## src/source/tl_pkg.sv

```systemverilog
//~~~~~~~~~~~~~~~~~~~~~~~~~~~~~~~~~~~~~~~~~~~~~~~~~~~~~~~~~~~~~~~~~~~~
// tl_pkg: bus request and response structs, word types, host
// command types and the system address map
//~~~~~~~~~~~~~~~~~~~~~~~~~~~~~~~~~~~~~~~~~~~~~~~~~~~~~~~~~~~~~~~~~~~~
`default_nettype none

package tl_pkg;

  // word-level types
  typedef logic [31:0] addr_t;
  typedef logic [31:0] data_t;
  typedef logic [3:0]  mask_t;

  // host to device request channel
  typedef struct packed {
    logic  a_valid;
    logic  a_write;
    addr_t a_addr;
    data_t a_data;
    mask_t a_mask;
  } tl_h2d_t;

  // device to host response channel
  typedef struct packed {
    logic  d_valid;
    data_t d_data;
    logic  d_error;
  } tl_d2h_t;

  // command from the outside agent to the access port
  typedef struct packed {
    logic  write;
    addr_t addr;
    data_t wdata;
    mask_t mask;
  } sba_cmd_t;

  // result handed back to the outside agent
  typedef struct packed {
    data_t rdata;
    logic  error;
  } sba_rsp_t;

  // address map
  parameter addr_t ADDR_SPACE_RAM   = 32'h0000_0000;
  parameter addr_t ADDR_SPACE_GPIO  = 32'h1000_0000;
  parameter addr_t ADDR_SPACE_TIMER = 32'h1001_0000;

  // bits set here are offset bits inside a space
  parameter addr_t ADDR_MASK_RAM    = 32'h000F_FFFF;
  parameter addr_t ADDR_MASK_GPIO   = 32'h0000_FFFF;
  parameter addr_t ADDR_MASK_TIMER  = 32'h0000_FFFF;

endpackage

`default_nettype wire

```

## src/source/xbar_main.sv

```systemverilog
//~~~~~~~~~~~~~~~~~~~~~~~~~~~~~~~~~~~~~~~~~~~~~~~~~~~~~~~~~~~~~~~~~~~~
// xbar_main: address decode, single outstanding transfer and a
// one-entry response buffer between the host and three devices
//~~~~~~~~~~~~~~~~~~~~~~~~~~~~~~~~~~~~~~~~~~~~~~~~~~~~~~~~~~~~~~~~~~~~
`timescale 1ns/1ps
`default_nettype none

module xbar_main #(
  parameter int RamDepth = 256
) (
  input  wire logic               clk_i,
  input  wire logic               reset_i,
  input  wire tl_pkg::tl_h2d_t    tl_host_i,
  output tl_pkg::tl_d2h_t         tl_host_o,
  output logic                    tl_host_ready_o,
  output tl_pkg::tl_h2d_t         tl_ram_o,
  input  wire tl_pkg::tl_d2h_t    tl_ram_i,
  output tl_pkg::tl_h2d_t         tl_gpio_o,
  input  wire tl_pkg::tl_d2h_t    tl_gpio_i,
  output tl_pkg::tl_h2d_t         tl_timer_o,
  input  wire tl_pkg::tl_d2h_t    tl_timer_i
);

  import tl_pkg::*;

  localparam addr_t RamBytes = addr_t'(RamDepth * 4);

  localparam logic [1:0] SelRam   = 2'd0;
  localparam logic [1:0] SelGpio  = 2'd1;
  localparam logic [1:0] SelTimer = 2'd2;
  localparam logic [1:0] SelErr   = 2'd3;

  logic [1:0] sel;
  logic [1:0] sel_q;
  logic       accept;
  logic       pend_q;
  logic       rsp_valid_q;
  data_t      rsp_data_q;
  logic       rsp_err_q;
  tl_d2h_t    dev_rsp;

  // decode, RAM also range-checked against its depth
  always_comb begin
    if (((tl_host_i.a_addr & ~ADDR_MASK_RAM) == ADDR_SPACE_RAM) &&
        ((tl_host_i.a_addr & ADDR_MASK_RAM) < RamBytes)) begin
      sel = SelRam;
    end else if ((tl_host_i.a_addr & ~ADDR_MASK_GPIO) == ADDR_SPACE_GPIO) begin
      sel = SelGpio;
    end else if ((tl_host_i.a_addr & ~ADDR_MASK_TIMER) == ADDR_SPACE_TIMER) begin
      sel = SelTimer;
    end else begin
      sel = SelErr;
    end
  end

  assign tl_host_ready_o = !pend_q && !rsp_valid_q;
  assign accept          = tl_host_i.a_valid && tl_host_ready_o;

  always_comb begin
    tl_ram_o           = tl_host_i;
    tl_gpio_o          = tl_host_i;
    tl_timer_o         = tl_host_i;
    tl_ram_o.a_valid   = accept && (sel == SelRam);
    tl_gpio_o.a_valid  = accept && (sel == SelGpio);
    tl_timer_o.a_valid = accept && (sel == SelTimer);
  end

  // response of the device picked at accept time
  always_comb begin
    case (sel_q)
      SelRam:   dev_rsp = tl_ram_i;
      SelGpio:  dev_rsp = tl_gpio_i;
      SelTimer: dev_rsp = tl_timer_i;
      default:  dev_rsp = '{d_valid: 1'b1, d_data: '0, d_error: 1'b1};
    endcase
  end

  always_ff @(posedge clk_i) begin
    if (reset_i) begin
      pend_q      <= 1'b0;
      rsp_valid_q <= 1'b0;
      sel_q       <= SelErr;
    end else begin
      rsp_valid_q <= pend_q && dev_rsp.d_valid;
      if (accept) begin
        pend_q <= 1'b1;
        sel_q  <= sel;
      end else if (pend_q && dev_rsp.d_valid) begin
        pend_q <= 1'b0;
      end
    end
  end

  always_ff @(posedge clk_i) begin
    if (pend_q && dev_rsp.d_valid) begin
      rsp_data_q <= dev_rsp.d_data;
      rsp_err_q  <= dev_rsp.d_error;
    end
  end

  assign tl_host_o = '{d_valid: rsp_valid_q, d_data: rsp_data_q, d_error: rsp_err_q};

endmodule

`default_nettype wire

```

## config.mk

```make
export PLATFORM = sky130hd
export DESIGN_NAME = xbar_main
export DESIGN_NICKNAME = d
export VERILOG_FILES = /design/src/source/tl_pkg.sv /design/src/source/xbar_main.sv
export SDC_FILE = /design/constraint.sdc
export NUM_CORES = 1
export LEC_CHECK = 0
export BUFFER_PORTS_ARGS = -buffer_cell sky130_fd_sc_hd__buf_2
export CAP_MARGIN = 40
export CORE_AREA = 2 2 162 164
export DETAILED_ROUTE_END_ITERATION = 7
export DIE_AREA = 0 0 164 166
export PLACE_DENSITY = 0.52
export SYNTH_ARGS = -nofsm -noshare
export SYNTH_HDL_FRONTEND = slang
export SYNTH_SLANG_ARGS = --single-unit
export TNS_END_PERCENT = 5
```

## constraint.sdc

```tcl
create_clock -name clk_i -period 3 [get_ports clk_i]
set_input_delay 0.6 -clock clk_i [delete_from_list [all_inputs] [get_ports clk_i]]
set_output_delay 0.6 -clock clk_i [all_outputs]
set_load 0.01 [all_outputs]
```

=== Word level (Yosys, flattened, before mapping) ===
Index checks and enable logic that the tools add are counted.

* Bits of input ports: 174
* Output and inout bits: 245
* Register bits after elaboration: 37
* Word-level logic and storage cells: 31

* Muxes and demuxes: 6
* $lt $le $gt $ge: 1
* Equal/unequal tests: 6
* Reduce and logical (&&, ||, !) cells: 13

{| class="wikitable"
|+ Operators with widths
! kind !! number
|-
| $pmux 34 s3 || 1
|-
| $eq 16x13->1 const B || 2
|-
| $logic_not 32->1 || 1
|-
| $lt 20x11->1 const B || 1
|-
| $logic_and 1x1->1 || 7
|-
| $eq 2x1->1 const B || 2
|-
| $eq 2x2->1 const B || 2
|-
| $logic_not 2->1 || 2
|-
| $mux 2 || 2
|-
| $mux 1 || 3
|-
| $logic_not 1->1 || 2
|-
| $reduce_bool 2->1 || 1
|}

=== Longest topological paths before layout ===
Gate-level depths: netlist (run 1).

* Depth in word-level cells: 6
* Depth in mapped cells: 6
* Depth with buffers taken out: 4

=== Worst setup path before layout (run 1) ===
Ideal clock, no wire load.

* Path kind: input to register
* Start point: in tl_gpio_i[33] in the netlist's numbering
* End point: reg rsp_data_q[0] (enable)
* Stages on the path: 3
* Slack: 0.347 ns
* Library setup time: 0.423 ns
* Data arrival time: 2.230 ns
* Required time: 2.577 ns
* Cells stage by stage: mux2_2 -> o22ai_1 -> nor2_1

* Word-level cells in the longest chain between the ends: 2

{| class="wikitable"
|+ RTL lines
! element !! RTL line !! RTL
|-
| start: declaration || xbar_main.sv:19 || <nowiki>input wire tl_pkg::tl_d2h_t tl_gpio_i,</nowiki>
|-
| $pmux 34 s3 || xbar_main.sv:70 || <nowiki>case (sel_q)</nowiki>
|-
| $logic_and 1x1->1 || xbar_main.sv:95 || <nowiki>if (pend_q && dev_rsp.d_valid) begin</nowiki>
|-
| end signal: assignment || xbar_main.sv:96 || <nowiki>rsp_data_q <= dev_rsp.d_data;</nowiki>
|-
| end: declaration || xbar_main.sv:38 || <nowiki>data_t rsp_data_q;</nowiki>
|}

No other way between the ends.
A chain may end at the register's enable or synchronous reset.

==> results of run 1 <==
worst max-delay path, cell delays in order:
cell                      delay (ns)
sky130_fd_sc_hd__buf_2          0.12
sky130_fd_sc_hd__nor4_1         0.35
sky130_fd_sc_hd__nand4_1        0.25
sky130_fd_sc_hd__nor2_1         0.27
sky130_fd_sc_hd__and3_2         0.21
sky130_fd_sc_hd__buf_2          0.12
how the worst max path moves through the flow:
stage	from	endpoint	slack, ns	cells past startpoint
finish	tl_host_i[61]	tl_ram_o[69]	0.47	6
global placement	tl_host_i[61]	tl_ram_o[69]	0.44	6
detailed placement	tl_host_i[61]	tl_ram_o[69]	0.43	6
floorplan	tl_gpio_i[33]	rsp_data_q[0]$_DFFE_PP_	0.35	3
CTS	tl_host_i[61]	tl_ram_o[69]	0.42	6
global route	tl_host_i[61]	tl_gpio_o[69]	0.26	6
registers in the layout (all words and copies together) (netlist names):
signal	count
rsp_data_q	32
sel_q	2
rsp_valid_q	1
rsp_err_q	1
pend_q	1
where the power goes:
group          total [mW]  switching (mW)  internal (mW)
sequential          0.580         0.00442          0.576
clock               0.482           0.182          0.300
combinational       0.241           0.124          0.117
through the flow:
step / setup WS, ns / cell area [sq um]
2_1_floorplan: 0.347 / 3520
3_3_place_gp: 0.441 / 3500
3_5_place_dp: 0.427 / 3520
4_1_cts: 0.423 / 3650
5_1_grt: 0.263 / 3650
6_report: 0.475 / 3650
cell families after synthesis:
family / count (synthesis)
simple gates: 54
flops: 37
compound gates: 39
buf+inv: 222
mux: 34
layout make-up:
type | count | area, sq um | area share, %
multi-input cells | 127 | 833 | 22.8
flip-flops and latches | 37 | 1070 | 29.3
clock inverters | 1 | 3.75 | 0.103
well taps | 335 | 419 | 11.5
repair buffers | 234 | 1190 | 32.7
clock buffers | 6 | 129 | 3.53
inverters | 1 | 3.75 | 0.103
cell usage after synthesis, types with 2 or more instances:
master	instances	share of area, %
sky130_fd_sc_hd__nor2_1	5	0.53
sky130_fd_sc_hd__dfxtp_1	4	2.3
sky130_fd_sc_hd__a21oi_1	2	0.28
sky130_fd_sc_hd__nor4_1	4	0.71
sky130_fd_sc_hd__nand2_1	33	3.5
sky130_fd_sc_hd__buf_2	8	1.1
sky130_fd_sc_hd__mux2_2	2	0.64
sky130_fd_sc_hd__buf_4	209	45
sky130_fd_sc_hd__nor3_1	2	0.28
sky130_fd_sc_hd__o21ai_0	32	4.5
sky130_fd_sc_hd__clkbuf_1	4	0.43
sky130_fd_sc_hd__edfxtp_1	33	28
sky130_fd_sc_hd__mux2i_1	32	9.1
sky130_fd_sc_hd__nand2b_1	2	0.36
per-layer routing:
metal	share of wire [%]	wire length (um)
met5	0	0
met1	29	3520
met2	51	6110
met3	19	2240
met4	1.8	213
==> results.md, run 1 <==
- Level count of the clock H-tree: 2
- Worst Reg2Reg Path Length in Cells: 3
- Post-synthesis compound-gate area fraction: 6.15%
- Crit path DAT: between 1.5 and 2 ns
- # clock sinks: 37
- Via-per-instance ratio: 3.21
- Power per unit of standard cell area: around 360 nW/um^2
- Routed Antenna Nets: 0
- Reg2Reg Setup Slack: ~1.3 ns
- Worst r2r dst: rsp_err_q$_DFFE_PP_
- Number of vias in the routed layout: 2377
- Vias in the first global route: 2127
- Share of the cycle needed by the critical path after routing: roughly 84%
- Relative slew slack: around 64%
- Buffer count from post-CTS setup fixing: 0
- Count of hold buffers inserted by post-cts repair: 0
- Count of final max-slew check failures: 0
- Share of the yosys chip area belonging to registers: a little under a third
- Remaining global-route overflow: 0
- EDFF count, synth: 33
- Global Route met2 Usage: between 10% and 20%
- Post-synth cell types: 28
- Worst hold stages: 2
- Number of synthesized register bits: 37
- Final HPWL DP: 10.7 mm
- Number of DRC markers in iteration 0: between 100 and 150
- Worst reg2reg startpoint: sel_q[0]$_SDFFE_PP1P_
- Synth warnings: 0
- Class of the tightest hold or removal check: in -> reg
- Unrepaired setup endpoints after global routing: false
- Hold Path Sink: pend_q$_SDFFE_PP0P_
- Overall routed net length: ~12 mm
- Final count of hold timing violations: 0
- Final clock skew: 0.0102 ns
- Layout overhead on the synthesized area: 3.77%
- Core Util, Final: 14.3%
- Met1 Resource Use GR: under 10%
- Maximum clock insertion buffer count: 2
- Worst hold slack across all endpoints: 0.538 ns
- Slew of the pin with the lowest slew margin: between 0.5 and 0.6 ns
- Critical path required time: roughly 2.4 ns
- Most used routing layer: met2
- Post-synthesis average cell area: 9.12 sq um
- Post-synthesis cell area: 3520 sq um
- Met3 Use GR: between 5 and 6%
- Layout cells sized above 1: 61.1%
- Post-synthesis xor/xnor area fraction: 0%
- Power consumption: approximately 1.3 mW
- Final layout net count: 580
- Die width: between 150 and 200 um
- Vert. Die Dim: 166 um
- Filler-free cell count of the finished design: around 740
- Simple-gate share of the synthesized area: approximately 7.5%
- Initial antenna violation count: 0
- Latest clock arrival within the worst-skew pair: 0.28 ns
- Most used DFF post-synth: sky130_fd_sc_hd__edfxtp_1
- Filler instances: between 2000 and 3000
- Largest vdd supply drop: ~0.15 mV
- Status: finished clean
- Antenna cells: 0
- Most frequent standard cell in the layout excluding fill and tap cells: sky130_fd_sc_hd__buf_2
- Rows: around 60
- I/O pin cnt: around 420
- Detailed-routing iteration count for the pre-antenna-repair pass: 4
- Crit path capture type: output port
- Area of the die: around 27000 sq um
- Core region area: between 20000 and 30000 sq um
- Share of cell area taken by muxes after synthesis: under 10%
- Startpoint-to-endpoint class of the critical path: in -> out
- Min-Delay Startpoint: reset_i
- Count of maximum capacitance violations: 0
- Final Setup Violations: 0
- Main combinational cell family by area after synthesis: buffers and inverters
- Syn Nets: 560
- Maximum frequency from static timing analysis: a little under 400 MHz
- Buffers added on ports: 230
- Placed cell count: ~730
- Clock-pin slew reported for the worst setup and hold paths after clock tree synthesis: 0.06 ns
- Global-route wire length before repair: between 15 and 20 mm
- Post_cts resized: 0
- FFs w/ async S/R, synth: 0%
- Post-synthesis adder-cell area fraction: 0%
- Setup TNS after final layout: 0 ns
- Inserted Clock Buffers: 5
- Pin count of the biggest net entering global routing: 33
- Final GP Congestion: about 0.78
- DRC violation count after routing: 0
- Cell count after synthesis: a little under 400
- Leak pwr: around 1.8 nW
- Clock tree from TritonCTS: yes
- Post-layout min period: between 2 and 3 ns
- Nature of the critical path startpoint: input port
- Commonest cells after routing, fill and taps aside: 230 x sky130_fd_sc_hd__buf_2, 33 x sky130_fd_sc_hd__nand2_1, 33 x sky130_fd_sc_hd__edfxtp_1
- Maximum fanout encountered on the critical timing path: 4
- Combined global-route utilization of all metal layers: about 8.0%
- Effective utilization at floorplan: roughly 14%
- Detail-routed net length per standard cell: approximately 16 um
- Clock tree root buffer cell: sky130_fd_sc_hd__clkbuf_16
No activity file was read; power rests on OpenSTA's default activity.
==> run 2: changes to the inputs <==
--- a/config.mk
+++ b/config.mk
@@ -5,12 +5,13 @@
 export SDC_FILE = /design/constraint.sdc
 export NUM_CORES = 1
 export LEC_CHECK = 0
+export ABC_AREA = 1
 export BUFFER_PORTS_ARGS = -buffer_cell sky130_fd_sc_hd__buf_2
 export CAP_MARGIN = 40
-export CORE_AREA = 2 2 162 164
+export CORE_AREA = 2 2 161 163
 export DETAILED_ROUTE_END_ITERATION = 7
-export DIE_AREA = 0 0 164 166
-export PLACE_DENSITY = 0.52
+export DIE_AREA = 0 0 163 165
+export PLACE_DENSITY = 0.54
 export SYNTH_ARGS = -nofsm -noshare
 export SYNTH_HDL_FRONTEND = slang
 export SYNTH_SLANG_ARGS = --single-unit
==> constraint.sdc (replaced) <==
create_clock -name clk_i -period 2.2 [get_ports clk_i]
set_input_delay 0.44 -clock clk_i [delete_from_list [all_inputs] [get_ports clk_i]]
set_output_delay 0.44 -clock clk_i [all_outputs]
set_load 0.01 [all_outputs]
==> run 2 against run 1 <==
Against the previous run:
- setup slack lost 0.28 ns
- core utilization grew 0.63 points
- routed wire length grew 2.0%
- clock-buffer cell count shrank 1
- design area grew 2.1%
- synthesized cell count grew 17%
- final cell count grew 9.0%
==> results.md, run 2 <==
- Status: finished clean (unchanged)
- Post-synth cell types: 20 (was 28)
- Largest vdd supply drop: 0.277 mV (was 0.154 mV)
- Relative slew slack: 61.9% (was 63.6%)
- Cell count after synthesis: 452 (was 386)
- Via-per-instance ratio: 3.35 (was 3.21)
- Largest register FFs: 32 (unchanged)
- Layout cells sized above 1: 54.2% (was 61.1%)
- Number of vias in the routed layout: 2706 (was 2377)
- Setup TNS after final layout: 0 ns (unchanged)
- Maximum fanout encountered on the critical timing path: 4 (unchanged)
- Maximum frequency from static timing analysis: approximately 500 MHz
- Nature of the critical path startpoint: input port (unchanged)
- Critical path required time: 1.76 ns (was 2.40 ns)
- Worst reg2reg startpoint: sel_q[1]$_SDFFE_PP1P_ (was sel_q[0]$_SDFFE_PP1P_)
- Crit path capture type: output port (unchanged)
- Switching Share: 26.7% (was 23.8%)
- Share of the yosys chip area belonging to registers: 29.9% (was 30.4%)
- Clock network fraction of total power: 38.0% (was 37.0%)
- Clock tree from TritonCTS: yes (unchanged)
- Combined global-route utilization of all metal layers: 8.13% (was 8.04%)
- Worst setup path startpoint: tl_host_i[59] (was tl_host_i[61])
- Inserted Clock Buffers: 5 (unchanged)
- Most used DFF post-synth: sky130_fd_sc_hd__edfxtp_1 (unchanged)
- Power consumption: 2.12 mW (was 1.30 mW)
- Cell type with the highest aggregate area in the netlist: sky130_fd_sc_hd__buf_4 (unchanged)
- Buffers added on ports: 230 (unchanged)
- Count of hold buffers inserted by post-cts repair: 0 (unchanged)
- Layout overhead on the synthesized area: 4.12% (was 3.77%)
- Internal power contribution: 1.56 mW (was 0.993 mW)
- Rows: 58 (was 59)
- Final GP Congestion: 0.732 (was 0.775)
- Placed inst area: 3560 sq um (was 3520 sq um)
- # clock sinks: 37 (unchanged)
- Largest stage delay on the critical path: 0.22 ns (was 0.35 ns)
- Final count of hold timing violations: 0 (unchanged)
- Syn Nets: 626 (was 560)
- Startpoint-to-endpoint class of the critical path: in -> out (unchanged)
- Area of the die: 26900 sq um (was 27200 sq um)
- Post-synthesis average cell area: 7.93 sq um (was 9.12 sq um)
- Buffer count from post-CTS setup fixing: 0 (unchanged)
- Routed Antenna Nets: 0 (unchanged)
- Detail-routed net length per standard cell: 15.2 um (was 16.3 um)
- Commonest cells after routing, fill and taps aside: 230 x sky130_fd_sc_hd__buf_2, 113 x sky130_fd_sc_hd__nand2_1, 33 x sky130_fd_sc_hd__nand3_1, 33 x sky130_fd_sc_hd__edfxtp_1, 20 x sky130_fd_sc_hd__nor2_1 (was 230 x sky130_fd_sc_hd__buf_2, 33 x sky130_fd_sc_hd__nand2_1, 33 x sky130_fd_sc_hd__edfxtp_1)
- Overall routed net length: 12.3 mm (was 12.1 mm)
- Die width: 163 um (was 164 um)
- Fraction of post-synthesis cell area in the top cell type by area: 44.4% (was 44.5%)
- DRC violation count after routing: 0 (unchanged)
- Final layout net count: 651 (was 580)
- Final Setup Violations: 0 (unchanged)
- Largest registers in the final layout: rsp_data_q (32), sel_q (2) (unchanged)
- Final HPWL DP: 10.7 mm (about the same)
- Most flops, register: rsp_data_q (unchanged)
- Net switching power of the design: 0.568 mW (was 0.310 mW)
- Vert. Die Dim: 165 um (was 166 um)
- Maximum clock insertion buffer count: 2 (unchanged)
- Class of the tightest hold or removal check: in -> reg (unchanged)
- Effective utilization at floorplan: 14.3% (was 13.7%)
- Cell breakdown of the critical path: buf_2 > nor2_1 > nand2_1 > nor2_1 > nand3_1 > nand2_1 > nor2_1 > buf_2 (was buf_2 > nor4_1 > nand4_1 > nor2_1 > and3_2 > buf_2)
- Slew of the pin with the lowest slew margin: 0.571 ns (was 0.546 ns)
- Top post-synthesis cells by area: sky130_fd_sc_hd__buf_4 44%, sky130_fd_sc_hd__edfxtp_1 28%, sky130_fd_sc_hd__nand2_1 12% (was sky130_fd_sc_hd__buf_4 45%, sky130_fd_sc_hd__edfxtp_1 28%, sky130_fd_sc_hd__mux2i_1 9.1%)
- Count of maximum capacitance violations: 0 (unchanged)
- Most frequent cell after synthesis: sky130_fd_sc_hd__buf_4 (unchanged)
- Latest clock arrival within the worst-skew pair: 0.28 ns (about the same)
- Final clock skew: 0.00392 ns (was 0.0102 ns)
- Level count of the clock H-tree: 2 (unchanged)
- Initial antenna violation count: 0 (unchanged)
- Number of synthesized register bits: 37 (unchanged)
- Sequential power share: 39.6% (was 44.5%)
- Remaining global-route overflow: 0 (unchanged)
- Leak pwr: 1.80 nW (about the same)
- Final instance area: 3730 sq um (was 3650 sq um)
- Combinational cell fraction of total power: 22.4% (was 18.5%)
- Clock-pin slew reported for the worst setup and hold paths after clock tree synthesis: 0.06 ns (about the same)
- Slowest-stage cell, CP: sky130_fd_sc_hd__nor2_1 (was sky130_fd_sc_hd__nor4_1)
- Cell repeated most along the worst path: sky130_fd_sc_hd__nor2_1 (was sky130_fd_sc_hd__buf_2)
- Post-synthesis cell area: 3580 sq um (was 3520 sq um)
- Pin count of the biggest net entering global routing: 34 (was 33)
- Synth warnings: 0 (unchanged)
- Core region area: 25000 sq um (was 25600 sq um)
- EDFF count, synth: 33 (unchanged)
- Vias in the first global route: 2385 (was 2127)
- Most frequent standard cell in the layout excluding fill and tap cells: sky130_fd_sc_hd__buf_2 (unchanged)
- Min-Delay Startpoint: reset_i (unchanged)
- FFs w/ async S/R, synth: 0% (unchanged)
- Crit path DAT: 1.56 ns (was 1.93 ns)
- Area taken by flip-flops and latches: 1070 sq um (about the same)
- Global-route wire length before repair: 15.5 mm (was 15.4 mm)
- Share of the cycle needed by the critical path after routing: between 90% and 100%
- Filler instances: 2893 (was 2900)
- Post_cts resized: 0 (unchanged)
- Power per unit of standard cell area: 570 nW/um^2 (was 357 nW/um^2)
- Antenna cells: 0 (unchanged)
- Detailed-routing iteration count for the pre-antenna-repair pass: 4 (unchanged)
- Count of final max-slew check failures: 0 (unchanged)
- Number of DRC markers in iteration 0: 90 (was 113)
- Most numerous cell types in the synthesized netlist: 212 x sky130_fd_sc_hd__buf_4, 113 x sky130_fd_sc_hd__nand2_1, 33 x sky130_fd_sc_hd__edfxtp_1, 33 x sky130_fd_sc_hd__nand3_1, 20 x sky130_fd_sc_hd__nor2_1 (was 209 x sky130_fd_sc_hd__buf_4, 33 x sky130_fd_sc_hd__edfxtp_1, 33 x sky130_fd_sc_hd__nand2_1)
- Post-layout min period: approximately 2 ns
- Unrepaired setup endpoints after global routing: false (unchanged)
- Multi-input gate area in the final layout: 841 sq um (was 833 sq um)
- Clock tree root buffer cell: sky130_fd_sc_hd__clkbuf_16 (unchanged)
- I/O pin cnt: 419 (unchanged)
==> run 2: cell type report <==
cell class / instances / share of cell area (%)
inverters: 8 / 0.805
multi-input cells: 189 / 22.5
repair buffers: 236 / 32.4
clock inverters: 3 / 1.11
well taps: 330 / 11.1
clock buffers: 5 / 3.35
flip-flops and latches: 37 / 28.7
==> run 2: per-stage QoR <==
step | hold WS, ns | utilization [%] | instances | setup WS, ns
6_report | 0.375 | 14.9 | 808 | 0.198
2_1_floorplan | 0.453 | - | 452 | 0.318
5_1_grt | 0.380 | 14.9 | 808 | 0.0913
4_1_cts | 0.364 | 14.9 | 808 | 0.212
3_3_place_gp | 0.474 | 14.2 | 800 | 0.207
3_5_place_dp | 0.467 | 14.2 | 800 | 0.214
==> run 2: power by group through the flow <==
stage | Combinational (mW) | Sequential (mW) | Clock (mW)
floorplan | 0.526 | 0.878 | 0
global placement | 0.484 | 0.856 | 0
detailed placement | 0.485 | 0.858 | 0
CTS | 0.487 | 0.843 | 0.849
global route | 0.522 | 0.846 | 0.881
finish | 0.475 | 0.842 | 0.807
==> run 2: per-layer routing <==
| layer | up-vias | global-route usage [%] | part of all wire, % |
|---|---|---|---|
| met1 | 1120 | 8.00 | 35 |
| met3 | 23 | 5.15 | 17 |
| met2 | 296 | 13.6 | 46 |
| met5 | - | 0 | 0 |
| li1 | 1267 | - | - |
| met4 | 0 | 3.54 | 2.7 |
==> run 2: cell families after synthesis <==
group	synth area share, %
flip-flops	29.9
AO/OA/AOI/OAI	0.698
buffers and inverters	46.6
AND/OR/NAND/NOR	22.8
==> run 2: critical path: cells and delay by family <==
| kind | cells | cell delay (ns) |
|---|---|---|
| buffers and inverters | 2 | 0.25 |
| AND/OR/NAND/NOR | 6 | 0.87 |
==> run 2: worst paths after layout <==
kind / end / slack, ns / cells past startpoint
min: rsp_valid_q$_SDFF_PP0_ / 0.38 / 2
min reg2reg: rsp_valid_q$_SDFF_PP0_ / 0.47 / 2
max: tl_gpio_o[69] / 0.20 / 8
max reg2reg: rsp_data_q[25]$_DFFE_PP_ / 0.68 / 5
==> run 3: changes to the inputs <==
--- a/config.mk
+++ b/config.mk
@@ -5,13 +5,12 @@
 export SDC_FILE = /design/constraint.sdc
 export NUM_CORES = 1
 export LEC_CHECK = 0
-export ABC_AREA = 1
 export BUFFER_PORTS_ARGS = -buffer_cell sky130_fd_sc_hd__buf_2
 export CAP_MARGIN = 40
-export CORE_AREA = 2 2 161 163
+export CORE_AREA = 2 2 165 167
 export DETAILED_ROUTE_END_ITERATION = 7
-export DIE_AREA = 0 0 163 165
-export PLACE_DENSITY = 0.54
+export DIE_AREA = 0 0 167 169
+export PLACE_DENSITY = 0.53
 export SYNTH_ARGS = -nofsm -noshare
 export SYNTH_HDL_FRONTEND = slang
 export SYNTH_SLANG_ARGS = --single-unit
==> run 3 against run 2 <==
Against the previous run:
- setup slack got worse by 0.068 ns
- non-clock buffer count increased by 5
- first-iteration DRC count decreased by 7.8%
- sequential power decreased by 5.8%
- total power decreased by 15%
- critical path depth decreased by 2
- clock-buffer cell count increased by 1
==> results.md, run 3 (synthesis gave the netlist of run 1 again) <==
- Status: finished clean (unchanged)
- Level count of the clock H-tree: 2 (unchanged)
- Power per unit of standard cell area: 482 nW/um^2 (was 570 nW/um^2)
- Area of the die: 28200 sq um (was 26900 sq um)
- Leak pwr: 1.85 nW (was 1.80 nW)
- Worst r2r dst: rsp_data_q[6]$_DFFE_PP_ (was rsp_data_q[25]$_DFFE_PP_)
- Worst setup path startpoint: tl_host_i[60] (was tl_host_i[59])
- Worst Reg2Reg Path Length in Cells: 5 (unchanged)
- Most frequent standard cell in the layout excluding fill and tap cells: sky130_fd_sc_hd__buf_2 (unchanged)
- Power consumption: 1.80 mW (was 2.12 mW)
- Area taken by flip-flops and latches: 1070 sq um (about the same)
- Post_cts resized: 0 (unchanged)
- Final layout net count: 587 (was 651)
- Maximum fanout encountered on the critical timing path: 4 (unchanged)
- Clock tree from TritonCTS: yes (unchanged)
- Layout overhead on the synthesized area: 6.00% (was 4.12%)
- Number of DRC markers in iteration 0: 83 (was 90)
- Worst hold stages: 2 (unchanged)
- Worst reg2reg startpoint: sel_q[0]$_SDFFE_PP1P_ (was sel_q[1]$_SDFFE_PP1P_)
- Routed Antenna Nets: 0 (unchanged)
- Die width: 167 um (was 163 um)
- Hold Path Sink: pend_q$_SDFFE_PP0P_ (was rsp_valid_q$_SDFF_PP0_)
- Most flops, register: rsp_data_q (unchanged)
- Latest clock arrival within the worst-skew pair: 0.28 ns (about the same)
- Smallest setup slack after layout: 0.130 ns (was 0.198 ns)
- Slowest-stage cell, CP: sky130_fd_sc_hd__nor4_1 (was sky130_fd_sc_hd__nor2_1)
- Final Setup Violations: 0 (unchanged)
- Largest register FFs: 32 (unchanged)
- Buffers added on ports: 230 (unchanged)
- Maximum clock insertion buffer count: 2 (unchanged)
- Count of maximum capacitance violations: 0 (unchanged)
- Largest registers in the final layout: rsp_data_q (32), sel_q (2) (unchanged)
- Unrepaired setup endpoints after global routing: false (unchanged)
- Vias in the first global route: 2309 (was 2385)
- Number of vias in the routed layout: 2444 (was 2706)
- Relative slew slack: 60.6% (was 61.9%)
- Vert. Die Dim: 169 um (was 165 um)
- Count of final max-slew check failures: 0 (unchanged)
- Post-Place Setup Slack: 0.0985 ns (was 0.214 ns)
- Cell repeated most along the worst path: sky130_fd_sc_hd__buf_2 (was sky130_fd_sc_hd__nor2_1)
- Rows: 60 (was 58)
- Final GP Congestion: 0.781 (was 0.732)
- Commonest cells after routing, fill and taps aside: 230 x sky130_fd_sc_hd__buf_2, 33 x sky130_fd_sc_hd__nand2_1, 33 x sky130_fd_sc_hd__edfxtp_1 (was 230 x sky130_fd_sc_hd__buf_2, 113 x sky130_fd_sc_hd__nand2_1, 33 x sky130_fd_sc_hd__nand3_1, 33 x sky130_fd_sc_hd__edfxtp_1, 20 x sky130_fd_sc_hd__nor2_1)
- Final clock skew: 0.00551 ns (was 0.00392 ns)
- Critical path required time: 1.76 ns (about the same)
- Initial antenna violation count: 0 (unchanged)
- Slew of the pin with the lowest slew margin: 0.588 ns (was 0.571 ns)
- Crit path capture type: output port (unchanged)
- Largest vdd supply drop: 0.219 mV (was 0.277 mV)
- Layout cells sized above 1: 62.1% (was 54.2%)
- Cell breakdown of the critical path: buf_2 > nor4_1 > nand4_1 > nor2_1 > and3_2 > buf_2 (was buf_2 > nor2_1 > nand2_1 > nor2_1 > nand3_1 > nand2_1 > nor2_1 > buf_2)
- Maximum frequency from static timing analysis: 483 MHz (was 499 MHz)
- Detailed-routing iteration count for the pre-antenna-repair pass: 4 (unchanged)
- Worst hold slack across all endpoints: 0.368 ns (was 0.375 ns)
- I/O pin cnt: 419 (unchanged)
- Inserted Clock Buffers: 5 (unchanged)
- Largest stage delay on the critical path: 0.34 ns (was 0.22 ns)
- Filler-free cell count of the finished design: 755 (was 808)
- Global-route wire length before repair: 16.0 mm (was 15.5 mm)
- Post-layout min period: 2.07 ns (was 2.00 ns)
- Detail-routed net length per standard cell: 16.2 um (was 15.2 um)
- Effective utilization at floorplan: 13.3% (was 14.3%)
- Overall routed net length: 12.3 mm (about the same)
- Startpoint-to-endpoint class of the critical path: in -> out (unchanged)
- Via-per-instance ratio: 3.24 (was 3.35)
- DRC violation count after routing: 0 (unchanged)
- Filler instances: 3016 (was 2893)
- Remaining global-route overflow: 0 (unchanged)
- Nature of the critical path startpoint: input port (unchanged)
- Reg2Reg Setup Slack: 0.43 ns (was 0.68 ns)
- Antenna cells: 0 (unchanged)
- Final HPWL DP: 10.9 mm (was 10.7 mm)
- Share of the cycle needed by the critical path after routing: 94.1% (was 91.0%)
- Final count of hold timing violations: 0 (unchanged)
- Crit path DAT: 1.63 ns (was 1.56 ns)
- Clock-pin slew reported for the worst setup and hold paths after clock tree synthesis: 0.05 ns (was 0.06 ns)
- Combined global-route utilization of all metal layers: 7.84% (was 8.13%)
- Min-Delay Startpoint: reset_i (unchanged)
- Multi-input gate area in the final layout: 833 sq um (was 841 sq um)
- Class of the tightest hold or removal check: in -> reg (unchanged)
- Setup TNS after final layout: 0 ns (unchanged)
- Pin count of the biggest net entering global routing: 34 (unchanged)
- # clock sinks: 37 (unchanged)
- Clock tree root buffer cell: sky130_fd_sc_hd__clkbuf_16 (unchanged)
- Core region area: 26500 sq um (was 25000 sq um)
- Placed cell count: 745 (was 800)
==> run 3: changes by cell type in the layout (fill, tap and decap cells not counted), sizes merged, moves of 2 or more <==
| cell | before | now |
|---|---|---|
| nor2 | 23 | 5 |
| mux2i | 0 | 32 |
| inv | 8 | 1 |
| mux2 | 0 | 2 |
| o21ai | 2 | 32 |
| nand2b | 0 | 2 |
| nor4 | 0 | 5 |
| nand3 | 41 | 0 |
| nand2 | 115 | 33 |
| buf | 236 | 241 |
==> run 3: layout make-up <==
class,count,area share [%]
Clock buffer,6,3.45
Multi-Input combinational cell,127,22.3
Timing Repair Buffer,241,33.7
Tap cell,341,11.4
Sequential cell,37,28.7
Clock inverter,2,0.268
Inverter,1,0.101
==> run 3: where the power goes <==
group / internal [mW] / switching, mW / total (mW)
combinational: 0.163 / 0.171 / 0.334
sequential: 0.785 / 0.00762 / 0.793
clock: 0.415 / 0.259 / 0.674
==> run 3: what timing repair did <==
item / CTS / global route
setup buffers: 0 / 2
endpoints found under the setup margin: 0 / 1
hold buffers: 0 / 0
==> run 3: through the flow <==
stage | cell area [sq um] | utilization (%)
floorplan | 3520 | -
global placement | 3560 | 13.4
detailed placement | 3580 | 13.5
CTS | 3720 | 14.0
global route | 3730 | 14.1
finish | 3730 | 14.1
==> run 3: how the worst max path moves through the flow <==
stage / cells after the start / slack [ns] / endpoint
after floorplan: 4 / 0.15 / rsp_data_q[0]$_DFFE_PP_
after global placement: 6 / 0.14 / tl_ram_o[69]
after detailed placement: 6 / 0.1 / tl_ram_o[69]
after CTS: 6 / 0.09 / tl_ram_o[69]
after global routing: 6 / 0.04 / tl_ram_o[69]
final: 6 / 0.13 / tl_ram_o[69]
==> run 3: metal layers <==
layer	wire, um	vias up	part of all wire, %	GRT usage (%)
li1	-	1124	-	-
met1	3590	1020	29	6.59
met2	5980	281	49	13.8
met3	2360	19	19	6.06
met4	328	0	2.7	3.11
met5	0	-	0	0
==> run 3: worst max-delay path: cells and delay by family <==
family	cells	cell delay [ns]
buffers and inverters	2	0.25
AND/OR/NAND/NOR	4	0.93
